===== src/verilog/axi_bridge_cfg.svh =====
/* fixed widths for the AXI to memory-stream bridge; data is 64 bits only,
   and the response codes cover OKAY and SLVERR only. */

`ifndef AXI_BRIDGE_CFG_SVH
`define AXI_BRIDGE_CFG_SVH

// AXI address and data.
`define AXI_ADDR_W 32
`define AXI_DATA_W 64
`define AXI_STRB_W 8

// transaction id and burst length fields.
`define AXI_ID_W 4
`define AXI_LEN_W 8

// response codes used on B and R.
`define RESP_OKAY   2'b00
`define RESP_SLVERR 2'b10

`endif

===== src/verilog/axi_bridge_pkg.sv =====
/* shared message and request types; field widths come from the cfg header. */

`include "axi_bridge_cfg.svh"

package axi_bridge_pkg;

  typedef enum logic [0:0] {
    e_mem_uc_rd = 1'b0,                      // uncached read.
    e_mem_uc_wr = 1'b1                       // uncached write.
  } mem_msg_e;

  // forward message, one per AXI beat.
  typedef struct packed {
    mem_msg_e                msg_type;
    logic [`AXI_ADDR_W-1:0]  addr;
    logic [2:0]              size;           // log2 of bytes.
    logic [`AXI_DATA_W-1:0]  data;
    logic [`AXI_STRB_W-1:0]  mask;
  } mem_fwd_s;

  // reverse message, one per forward message.
  typedef struct packed {
    mem_msg_e                msg_type;
    logic [`AXI_DATA_W-1:0]  data;
    logic                    err;            // becomes SLVERR.
  } mem_rev_s;

  typedef struct packed {
    logic [`AXI_ADDR_W-1:0]  addr;
    logic [`AXI_ID_W-1:0]    id;
    logic [`AXI_LEN_W-1:0]   len;            // beats minus one.
    logic [2:0]              size;
    logic [1:0]              burst;          // treated as INCR.
  } axi_ax_s;

  typedef enum logic [2:0] {
    e_idle    = 3'd0,
    e_wr_beat = 3'd1,
    e_wr_wait = 3'd2,
    e_wr_resp = 3'd3,
    e_rd_beat = 3'd4,
    e_rd_wait = 3'd5
  } bridge_state_e;

endpackage


===== src/verilog/axi_mem_bridge.sv =====
/* AXI4 subordinate to uncached memory messages; INCR only, 64-bit data,
   no lock/cache/prot/qos/region, and w_last_i is ignored in favour of len. */

`timescale 1ns/1ps

`include "axi_bridge_cfg.svh"

module axi_mem_bridge
  import axi_bridge_pkg::*;
(
  input  logic                   clk_i,
  input  logic                   rst_n_i,
  input  axi_ax_s                aw_i,
  input  logic                   aw_valid_i,
  output logic                   aw_ready_o,
  input  logic [`AXI_DATA_W-1:0] w_data_i,
  input  logic [`AXI_STRB_W-1:0] w_strb_i,
  input  logic                   w_last_i,   // unused, beat count comes from len.
  input  logic                   w_valid_i,
  output logic                   w_ready_o,
  output logic [`AXI_ID_W-1:0]   b_id_o,
  output logic [1:0]             b_resp_o,
  output logic                   b_valid_o,
  input  logic                   b_ready_i,
  input  axi_ax_s                ar_i,
  input  logic                   ar_valid_i,
  output logic                   ar_ready_o,
  output logic [`AXI_DATA_W-1:0] r_data_o,
  output logic [`AXI_ID_W-1:0]   r_id_o,
  output logic [1:0]             r_resp_o,
  output logic                   r_last_o,
  output logic                   r_valid_o,
  input  logic                   r_ready_i,
  output mem_fwd_s               mem_fwd_o,
  output logic                   mem_fwd_v_o,
  input  logic                   mem_fwd_ready_i,
  input  mem_rev_s               mem_rev_i,
  input  logic                   mem_rev_v_i,
  output logic                   mem_rev_ready_o
);

  logic                   cnt_load, cnt_step, beat_last;
  logic                   fwd_load, fwd_busy, rev_ready, rev_done, r_busy, err_clr;
  mem_msg_e               is_wr;
  axi_ax_s                ax_sel;
  logic [`AXI_ADDR_W-1:0] beat_addr;
  logic [`AXI_ID_W-1:0]   cur_id;
  logic [2:0]             cur_size;

  assign ax_sel = (is_wr == e_mem_uc_wr) ? aw_i : ar_i; // request that won arbitration.
  assign b_id_o = cur_id;
  assign r_id_o = cur_id;

  axi_sub_fsm u_fsm (
    .clk_i, .rst_n_i, .aw_valid_i, .ar_valid_i, .aw_ready_o, .ar_ready_o,
    .w_valid_i, .w_ready_o, .b_ready_i, .b_valid_o, .r_ready_i,
    .cnt_load_o(cnt_load), .cnt_step_o(cnt_step), .cnt_is_wr_o(is_wr),
    .beat_last_i(beat_last), .fwd_load_o(fwd_load), .fwd_busy_i(fwd_busy),
    .rev_ready_o(rev_ready), .rev_done_i(rev_done), .r_busy_i(r_busy),
    .err_clr_o(err_clr)
  );

  axi_burst_counter u_cnt (
    .clk_i, .rst_n_i, .load_i(cnt_load), .ax_i(ax_sel), .step_i(cnt_step),
    .addr_o(beat_addr), .id_o(cur_id), .size_o(cur_size), .last_o(beat_last)
  );

  mem_fwd_packer u_fwd (
    .clk_i, .rst_n_i, .load_i(fwd_load), .msg_type_i(is_wr), .addr_i(beat_addr),
    .size_i(cur_size), .data_i(w_data_i), .mask_i(w_strb_i), .busy_o(fwd_busy),
    .mem_fwd_o, .mem_fwd_v_o, .mem_fwd_ready_i
  );

  mem_rev_unpacker u_rev (
    .clk_i, .rst_n_i, .mem_rev_i, .mem_rev_v_i, .rev_ready_i(rev_ready),
    .mem_rev_ready_o, .last_i(beat_last), .err_clr_i(err_clr), .rev_done_o(rev_done),
    .r_data_o, .r_resp_o, .r_last_o, .r_valid_o, .r_ready_i, .r_busy_o(r_busy),
    .b_resp_o
  );

endmodule


===== src/verilog/mem_rev_unpacker.sv =====
/* a single R register; write responses only update the sticky B error bit. */

`timescale 1ns/1ps

`include "axi_bridge_cfg.svh"

module mem_rev_unpacker
  import axi_bridge_pkg::*;
(
  input  logic                   clk_i,
  input  logic                   rst_n_i,
  input  mem_rev_s               mem_rev_i,
  input  logic                   mem_rev_v_i,
  input  logic                   rev_ready_i,
  output logic                   mem_rev_ready_o,
  input  logic                   last_i,
  input  logic                   err_clr_i,
  output logic                   rev_done_o,
  output logic [`AXI_DATA_W-1:0] r_data_o,
  output logic [1:0]             r_resp_o,
  output logic                   r_last_o,
  output logic                   r_valid_o,
  input  logic                   r_ready_i,
  output logic                   r_busy_o,
  output logic [1:0]             b_resp_o
);

  logic [`AXI_DATA_W-1:0] r_data_q;
  logic [1:0]             r_resp_q;
  logic                   r_last_q;
  logic                   r_valid_q;
  logic                   err_q;             // any write beat failed.
  logic                   cap_rd;

  assign mem_rev_ready_o = rev_ready_i && !r_valid_q;
  assign rev_done_o      = mem_rev_v_i && mem_rev_ready_o;
  assign cap_rd          = rev_done_o && (mem_rev_i.msg_type == e_mem_uc_rd);

  always_ff @(posedge clk_i) begin
    if (cap_rd) begin
      r_data_q <= mem_rev_i.data;
      r_resp_q <= mem_rev_i.err ? `RESP_SLVERR : `RESP_OKAY;
      r_last_q <= last_i;
    end
  end

  always_ff @(posedge clk_i or negedge rst_n_i) begin
    if (!rst_n_i) begin
      r_valid_q <= 1'b0;
      err_q     <= 1'b0;
    end else begin
      if (cap_rd) r_valid_q <= 1'b1;
      else if (r_ready_i) r_valid_q <= 1'b0;
      if (err_clr_i) err_q <= 1'b0;
      else if (rev_done_o && mem_rev_i.msg_type == e_mem_uc_wr) err_q <= err_q | mem_rev_i.err;
    end
  end

  assign r_data_o  = r_data_q;
  assign r_resp_o  = r_resp_q;
  assign r_last_o  = r_last_q;
  assign r_valid_o = r_valid_q;
  assign r_busy_o  = r_valid_q;
  assign b_resp_o  = err_q ? `RESP_SLVERR : `RESP_OKAY;

endmodule


===== src/verilog/mem_fwd_packer.sv =====
/* holds one forward message; load_i must only come while busy_o is low. */

`timescale 1ns/1ps

`include "axi_bridge_cfg.svh"

module mem_fwd_packer
  import axi_bridge_pkg::*;
(
  input  logic                   clk_i,
  input  logic                   rst_n_i,
  input  logic                   load_i,
  input  mem_msg_e               msg_type_i,
  input  logic [`AXI_ADDR_W-1:0] addr_i,
  input  logic [2:0]             size_i,
  input  logic [`AXI_DATA_W-1:0] data_i,
  input  logic [`AXI_STRB_W-1:0] mask_i,
  output logic                   busy_o,
  output mem_fwd_s               mem_fwd_o,
  output logic                   mem_fwd_v_o,
  input  logic                   mem_fwd_ready_i
);

  mem_fwd_s msg_q;
  logic     v_q;

  always_ff @(posedge clk_i) begin
    if (load_i) begin
      msg_q.msg_type <= msg_type_i;
      msg_q.addr     <= addr_i;
      msg_q.size     <= size_i;
      msg_q.data     <= (msg_type_i == e_mem_uc_wr) ? data_i : '0; // reads carry no data.
      msg_q.mask     <= (msg_type_i == e_mem_uc_wr) ? mask_i : '0;
    end
  end

  always_ff @(posedge clk_i or negedge rst_n_i) begin
    if (!rst_n_i) begin
      v_q <= 1'b0;
    end else if (load_i) begin
      v_q <= 1'b1;
    end else if (mem_fwd_ready_i) begin
      v_q <= 1'b0;                           // sent.
    end
  end

  assign mem_fwd_o   = msg_q;
  assign mem_fwd_v_o = v_q;
  assign busy_o      = v_q;

endmodule


===== src/verilog/axi_sub_fsm.sv =====
/* one transaction at a time; AW wins over AR in the same idle cycle, and each
   beat waits for its reverse message before the next one is issued. */

`timescale 1ns/1ps

module axi_sub_fsm
  import axi_bridge_pkg::*;
(
  input  logic     clk_i,
  input  logic     rst_n_i,
  input  logic     aw_valid_i,
  input  logic     ar_valid_i,
  output logic     aw_ready_o,
  output logic     ar_ready_o,
  input  logic     w_valid_i,
  output logic     w_ready_o,
  input  logic     b_ready_i,
  output logic     b_valid_o,
  input  logic     r_ready_i,
  output logic     cnt_load_o,
  output logic     cnt_step_o,
  output mem_msg_e cnt_is_wr_o,
  input  logic     beat_last_i,
  output logic     fwd_load_o,
  input  logic     fwd_busy_i,
  output logic     rev_ready_o,
  input  logic     rev_done_i,
  input  logic     r_busy_i,
  output logic     err_clr_o
);

  bridge_state_e state_q, state_d;
  logic          fin_q;                      // last read beat returned.

  always_comb begin
    state_d     = state_q;
    aw_ready_o  = 1'b0;
    ar_ready_o  = 1'b0;
    w_ready_o   = 1'b0;
    b_valid_o   = 1'b0;
    cnt_load_o  = 1'b0;
    cnt_step_o  = 1'b0;
    fwd_load_o  = 1'b0;
    rev_ready_o = 1'b0;
    err_clr_o   = 1'b0;
    case (state_q)
      e_idle: begin
        aw_ready_o = 1'b1;
        ar_ready_o = !aw_valid_i;            // write has priority.
        if (aw_valid_i || ar_valid_i) begin
          cnt_load_o = 1'b1;
          err_clr_o  = 1'b1;
          state_d    = aw_valid_i ? e_wr_beat : e_rd_beat;
        end
      end
      e_wr_beat: begin
        w_ready_o = !fwd_busy_i;
        if (w_valid_i && !fwd_busy_i) begin
          fwd_load_o = 1'b1;
          state_d    = e_wr_wait;
        end
      end
      e_wr_wait: begin
        rev_ready_o = 1'b1;
        if (rev_done_i) begin
          cnt_step_o = !beat_last_i;
          state_d    = beat_last_i ? e_wr_resp : e_wr_beat;
        end
      end
      e_wr_resp: begin
        b_valid_o = 1'b1;
        if (b_ready_i) state_d = e_idle;
      end
      e_rd_beat: begin
        // the R beat must leave before the id can change or a new beat starts.
        if (fin_q && !r_busy_i) begin
          state_d = e_idle;
        end else if (!fin_q && !r_busy_i && !fwd_busy_i) begin
          fwd_load_o = 1'b1;
          state_d    = e_rd_wait;
        end
      end
      e_rd_wait: begin
        rev_ready_o = 1'b1;
        if (rev_done_i) begin
          cnt_step_o = !beat_last_i;
          state_d    = e_rd_beat;
        end
      end
      default: state_d = e_idle;
    endcase
  end

  always_comb begin
    case (state_q)
      e_wr_beat, e_wr_wait, e_wr_resp: cnt_is_wr_o = e_mem_uc_wr;
      e_rd_beat, e_rd_wait:            cnt_is_wr_o = e_mem_uc_rd;
      default: cnt_is_wr_o = aw_valid_i ? e_mem_uc_wr : e_mem_uc_rd; // selects the AX mux.
    endcase
  end

  always_ff @(posedge clk_i or negedge rst_n_i) begin
    if (!rst_n_i) begin
      state_q <= e_idle;
      fin_q   <= 1'b0;
    end else begin
      state_q <= state_d;
      if (cnt_load_o) begin
        fin_q <= 1'b0;
      end else if (state_q == e_rd_wait && rev_done_i && beat_last_i) begin
        fin_q <= 1'b1;
      end
    end
  end

endmodule


===== src/verilog/axi_burst_counter.sv =====
/* INCR addressing only; no 4 KB boundary check, wrap bursts step linearly. */

`timescale 1ns/1ps

`include "axi_bridge_cfg.svh"

module axi_burst_counter
  import axi_bridge_pkg::*;
(
  input  logic                   clk_i,
  input  logic                   rst_n_i,
  input  logic                   load_i,
  input  axi_ax_s                ax_i,
  input  logic                   step_i,
  output logic [`AXI_ADDR_W-1:0] addr_o,
  output logic [`AXI_ID_W-1:0]   id_o,
  output logic [2:0]             size_o,
  output logic                   last_o
);

  logic [`AXI_ADDR_W-1:0] addr_q;
  logic [`AXI_LEN_W-1:0]  cnt_q;             // beats still to go after this one.
  logic [`AXI_ID_W-1:0]   id_q;
  logic [2:0]             size_q;

  always_ff @(posedge clk_i or negedge rst_n_i) begin
    if (!rst_n_i) begin
      cnt_q <= '0;
    end else if (load_i) begin
      cnt_q <= ax_i.len;
    end else if (step_i) begin
      cnt_q <= cnt_q - 1'b1;
    end
  end

  // request fields held for the whole burst.
  always_ff @(posedge clk_i) begin
    if (load_i) begin
      addr_q <= ax_i.addr;
      id_q   <= ax_i.id;
      size_q <= ax_i.size;
    end else if (step_i) begin
      addr_q <= addr_q + (`AXI_ADDR_W'(1) << size_q); // next beat.
    end
  end

  assign addr_o = addr_q;
  assign id_o   = id_q;
  assign size_o = size_q;
  assign last_o = (cnt_q == '0);

endmodule


===== config.mk =====
export PLATFORM = sky130hd
export DESIGN_NAME = axi_mem_bridge
export DESIGN_NICKNAME = d
export VERILOG_FILES = /design/src/verilog/axi_bridge_pkg.sv /design/src/verilog/axi_mem_bridge.sv /design/src/verilog/mem_rev_unpacker.sv /design/src/verilog/mem_fwd_packer.sv /design/src/verilog/axi_sub_fsm.sv /design/src/verilog/axi_burst_counter.sv
export VERILOG_INCLUDE_DIRS = /design/src /design/src/verilog
export SDC_FILE = /design/constraint.sdc
export NUM_CORES = 1
export LEC_CHECK = 0
export ABC_AREA = 1
export BUFFER_PORTS_ARGS = -buffer_cell sky130_fd_sc_hd__clkbuf_2
export CORE_AREA = 3 3 169 171
export DETAILED_ROUTE_END_ITERATION = 10
export DIE_AREA = 0 0 172 174
export HOLD_SLACK_MARGIN = 0.03
export PLACE_DENSITY = 0.65
export SETUP_SLACK_MARGIN = 0.4
export SYNTH_ARGS = -nofsm -noshare
export SYNTH_HDL_FRONTEND = slang
export SYNTH_SLANG_ARGS = --single-unit
export TNS_END_PERCENT = 30

===== constraint.sdc =====
create_clock -name clk_i -period 9.14 [get_ports clk_i]
set_clock_uncertainty 0.05 [all_clocks]
set_input_delay 0 -clock clk_i [delete_from_list [all_inputs] [get_ports clk_i]]
set_output_delay 0 -clock clk_i [all_outputs]
set_load 0.02 [all_outputs]

==> results_dict.tcl <==
set metrics [dict create \
    track_usage_pct 21.4 \
    fp.dieArea_mm2 0.0299 \
    cts_tree "yes" \
    drive_above_1_share_pct 30.5 \
    min_path_type "in -> reg" \
    final.period_utilization_pct 34.3 \
    synth_warnings 0 \
    r2r_slack_ns 6.00 \
    via_count 9296 \
    grt_first_pass_wirelength_um 50000 \
    synth-edff-count 213 \
    whs_path_depth 4 \
    timing.fmax_mhz 319 \
    yosysMostFrequentCell "edfxtp_1" \
    htreeDepth 1 \
    finalCriticalPeriod_ns 3.14 \
    design.core.area_mm2 0.0270 \
    start_util_pct 37.6 \
    startpoint "u_fsm.state_q[1]$_DFFE_PN0P_" \
    syn_area_mm2 0.0102 \
    outcome "finished clean" \
    synth_top_area_share_pct 62.9 \
    synth_top_area_cell "edfxtp_1" \
    numCtsBuffers 25 \
    worst_setup_path_end_kind "flip-flop" \
    vdd_ir_drop_max_mv 0.263 \
    setup_viol 0 \
    cp.required_ns 9.49 \
    grt_overflow 0 \
    dp_hpwl_um 22800 \
    die_h_um 174 \
    avgSynthCellArea_um2 10.6 \
    path_clk_slew_ns 0.06 \
    synthFlopType "edfxtp_1" \
    syn_to_final_growth_pct 57.0 \
    viasPerCell 4.66 \
    final_nets 1892 \
    finalInstanceArea_mm2 0.0160 \
    syn_inst 959 \
    wl_per_cell_um 17.0 \
    synth-seq-cells 228 \
    maxCapViolCount 0 \
    r2r_cells 11 \
    wl_um 33900 \
    clk_latency_ns 0.53 \
    path_max_fanout 90 \
    antenna_found_initial 5 \
    cp.arrival_ns 3.49 \
    cts_buffer_depth 3 \
    leakage_uw 0.00738 \
    crit_end "u_cnt.addr_o[25]$_DFFE_PP_" \
    cts-root-buf "clkbuf_16" \
    grt_pass1_vias 9413 \
    crit_type "reg -> reg" \
    r2r-start "u_fsm.state_q[1]$_DFFE_PN0P_" \
    drc 0 \
    io_pins 438 \
    slew_viol_final 0 \
    cts_sinks 228 \
    grt_max_degree 91 \
    grt_setup_unrepaired "no" \
    seq_area_frac_synth_pct 66.6 \
    gp_congestion 0.907 \
    ys_types 42 \
    netlist_top_cells_count "edfxtp_1, nand2_1, nor2_1" \
    dr.first_iter.drc_count 591 \
    die_x_um 172 \
    tightest_slew_ns 0.976 \
    async_flop_share_pct 6.58 \
    yosys-top-cells-area "edfxtp_1, nand2_1, nor2_1" \
    max_slew_margin_pct 34.9 \
    io_buffers 430 \
    place_area_mm2 0.0126 \
    r2r_end "u_cnt.addr_o[25]$_DFFE_PP_" \
    fin_tns_setup_ns 0 \
    ant_nets 0 \
    startpoint_type "flip-flop" \
    rows 60 \
    cts_resized 0 \
    drt-pass1-iter-count 5 \
    power_density_mw_per_mm2 315 \
    final-hold-violation-count 0 \
]
## timing repair
action | 4_1_cts | 5_1_grt
setup buffers | 0 | 0
hold endpoints to repair | 206 | 0
hold buffers | 246 | 0
setup endpoints to repair | 0 | 0
## flip-flops by register name (all words and copies together) (netlist names)
signal / cells
u_rev.err_q: 1
u_fwd.mem_fwd_o: 108
u_cnt.id_o: 4
u_cnt.size_o: 3
u_rev.r_data_o: 64
u_fsm.state_q: 3
u_cnt.addr_o: 32
u_fwd.busy_o: 1
u_fsm.fin_q: 1
u_rev.r_resp_o: 1
u_cnt.cnt_q: 8
u_rev.r_busy_o: 1
u_rev.r_last_o: 1
## worst min-delay path by stage
stage | startpoint | end
2_1_floorplan | rst_n_i | u_cnt.cnt_q[0]$_DFFE_PN0P_
3_3_place_gp | rst_n_i | u_cnt.cnt_q[4]$_DFFE_PN0P_
3_5_place_dp | rst_n_i | u_cnt.cnt_q[3]$_DFFE_PN0P_
4_1_cts | ar_valid_i | u_rev.err_q$_DFFE_PN0P_
5_1_grt | ar_valid_i | u_cnt.id_o[3]$_DFFE_PP_
6_report | ar_valid_i | u_rev.err_q$_DFFE_PN0P_
## layer usage
metal | part of all wire, % | up-vias | GRT usage [%]
met4 | 3.1 | 10 | 7.15
met2 | 50 | 400 | 38.1
met3 | 7.9 | 88 | 4.46
met1 | 38 | 4268 | 25.5
met5 | 0.18 | - | 0
li1 | - | 4530 | -
## final cells by class
| class | instances | area (um2) |
|---|---|---|
| repair buffers | 681 | 4650 |
| well taps | 341 | 427 |
| clock inverters | 18 | 277 |
| fillers | 2214 | 11100 |
| diodes | 1 | 2.50 |
| inverters | 148 | 563 |
| flip-flops and latches | 228 | 6770 |
| clock buffers | 28 | 637 |
| multi-input cells | 551 | 2630 |
## layout by cell type (no fill, tap or decap), types with 4 or more instances in the layout
cell type      instances
a21oi_1               18
a31oi_2                4
buf_4                  5
bufinv_16              7
clkbuf_16             25
clkbuf_2             430
clkinv_1               5
clkinv_2               4
dfrtp_1               15
dlygate4sd3_1        246
edfxtp_1             213
ha_1                  10
inv_1                144
nand2_1              171
nand2_2                5
nand3_1               55
nand3b_1               7
nand4_1                4
nor2_1               155
nor3_1                21
o21ai_0               28
o21ai_1               37
o22ai_1                4
or2_2                  4
## stage by stage
step	setup WS, ns	util (%)	instances	hold WS, ns	power, uW
floorplan	4.99	-	960	-0.346	3070
global placement	6.34	46.6	1703	-0.101	3600
detailed placement	6.27	46.6	1703	-0.102	3640
CTS	6.02	59.0	1995	0.0451	5050
global route	5.74	59.0	1995	0.0830	5340
finish	6.00	59.1	1996	0.0610	5020
## power breakdown
group / internal, uW / switching (uW)
registers: 1670 / 212
logic: 735 / 1290
clock network: 701 / 418
## worst max-delay path: stages (launching register included)
cell and delay, ns:
dfrtp_1 0.46, inv_2 0.15, nand2_1 0.09, nand2_1 0.07
nand2_2 0.07, inv_4 0.25, buf_4 0.76, nor2_1 0.08
nor2_1 0.11, o21ai_1 0.08, dlygate4sd3_1 0.61, nand2_1 0.09
## cells by family after synthesis
group,synth area share (%)
other,0.0369
adders and majority gates,1.43
xor gates and xnor gates,0.259
buffers and inverters,7.61
AOI/OAI and AO/OA,5.88
and+or+nand+nor,18.2
DFF,66.6
Note: power is estimated with default switching activity, not from simulation.
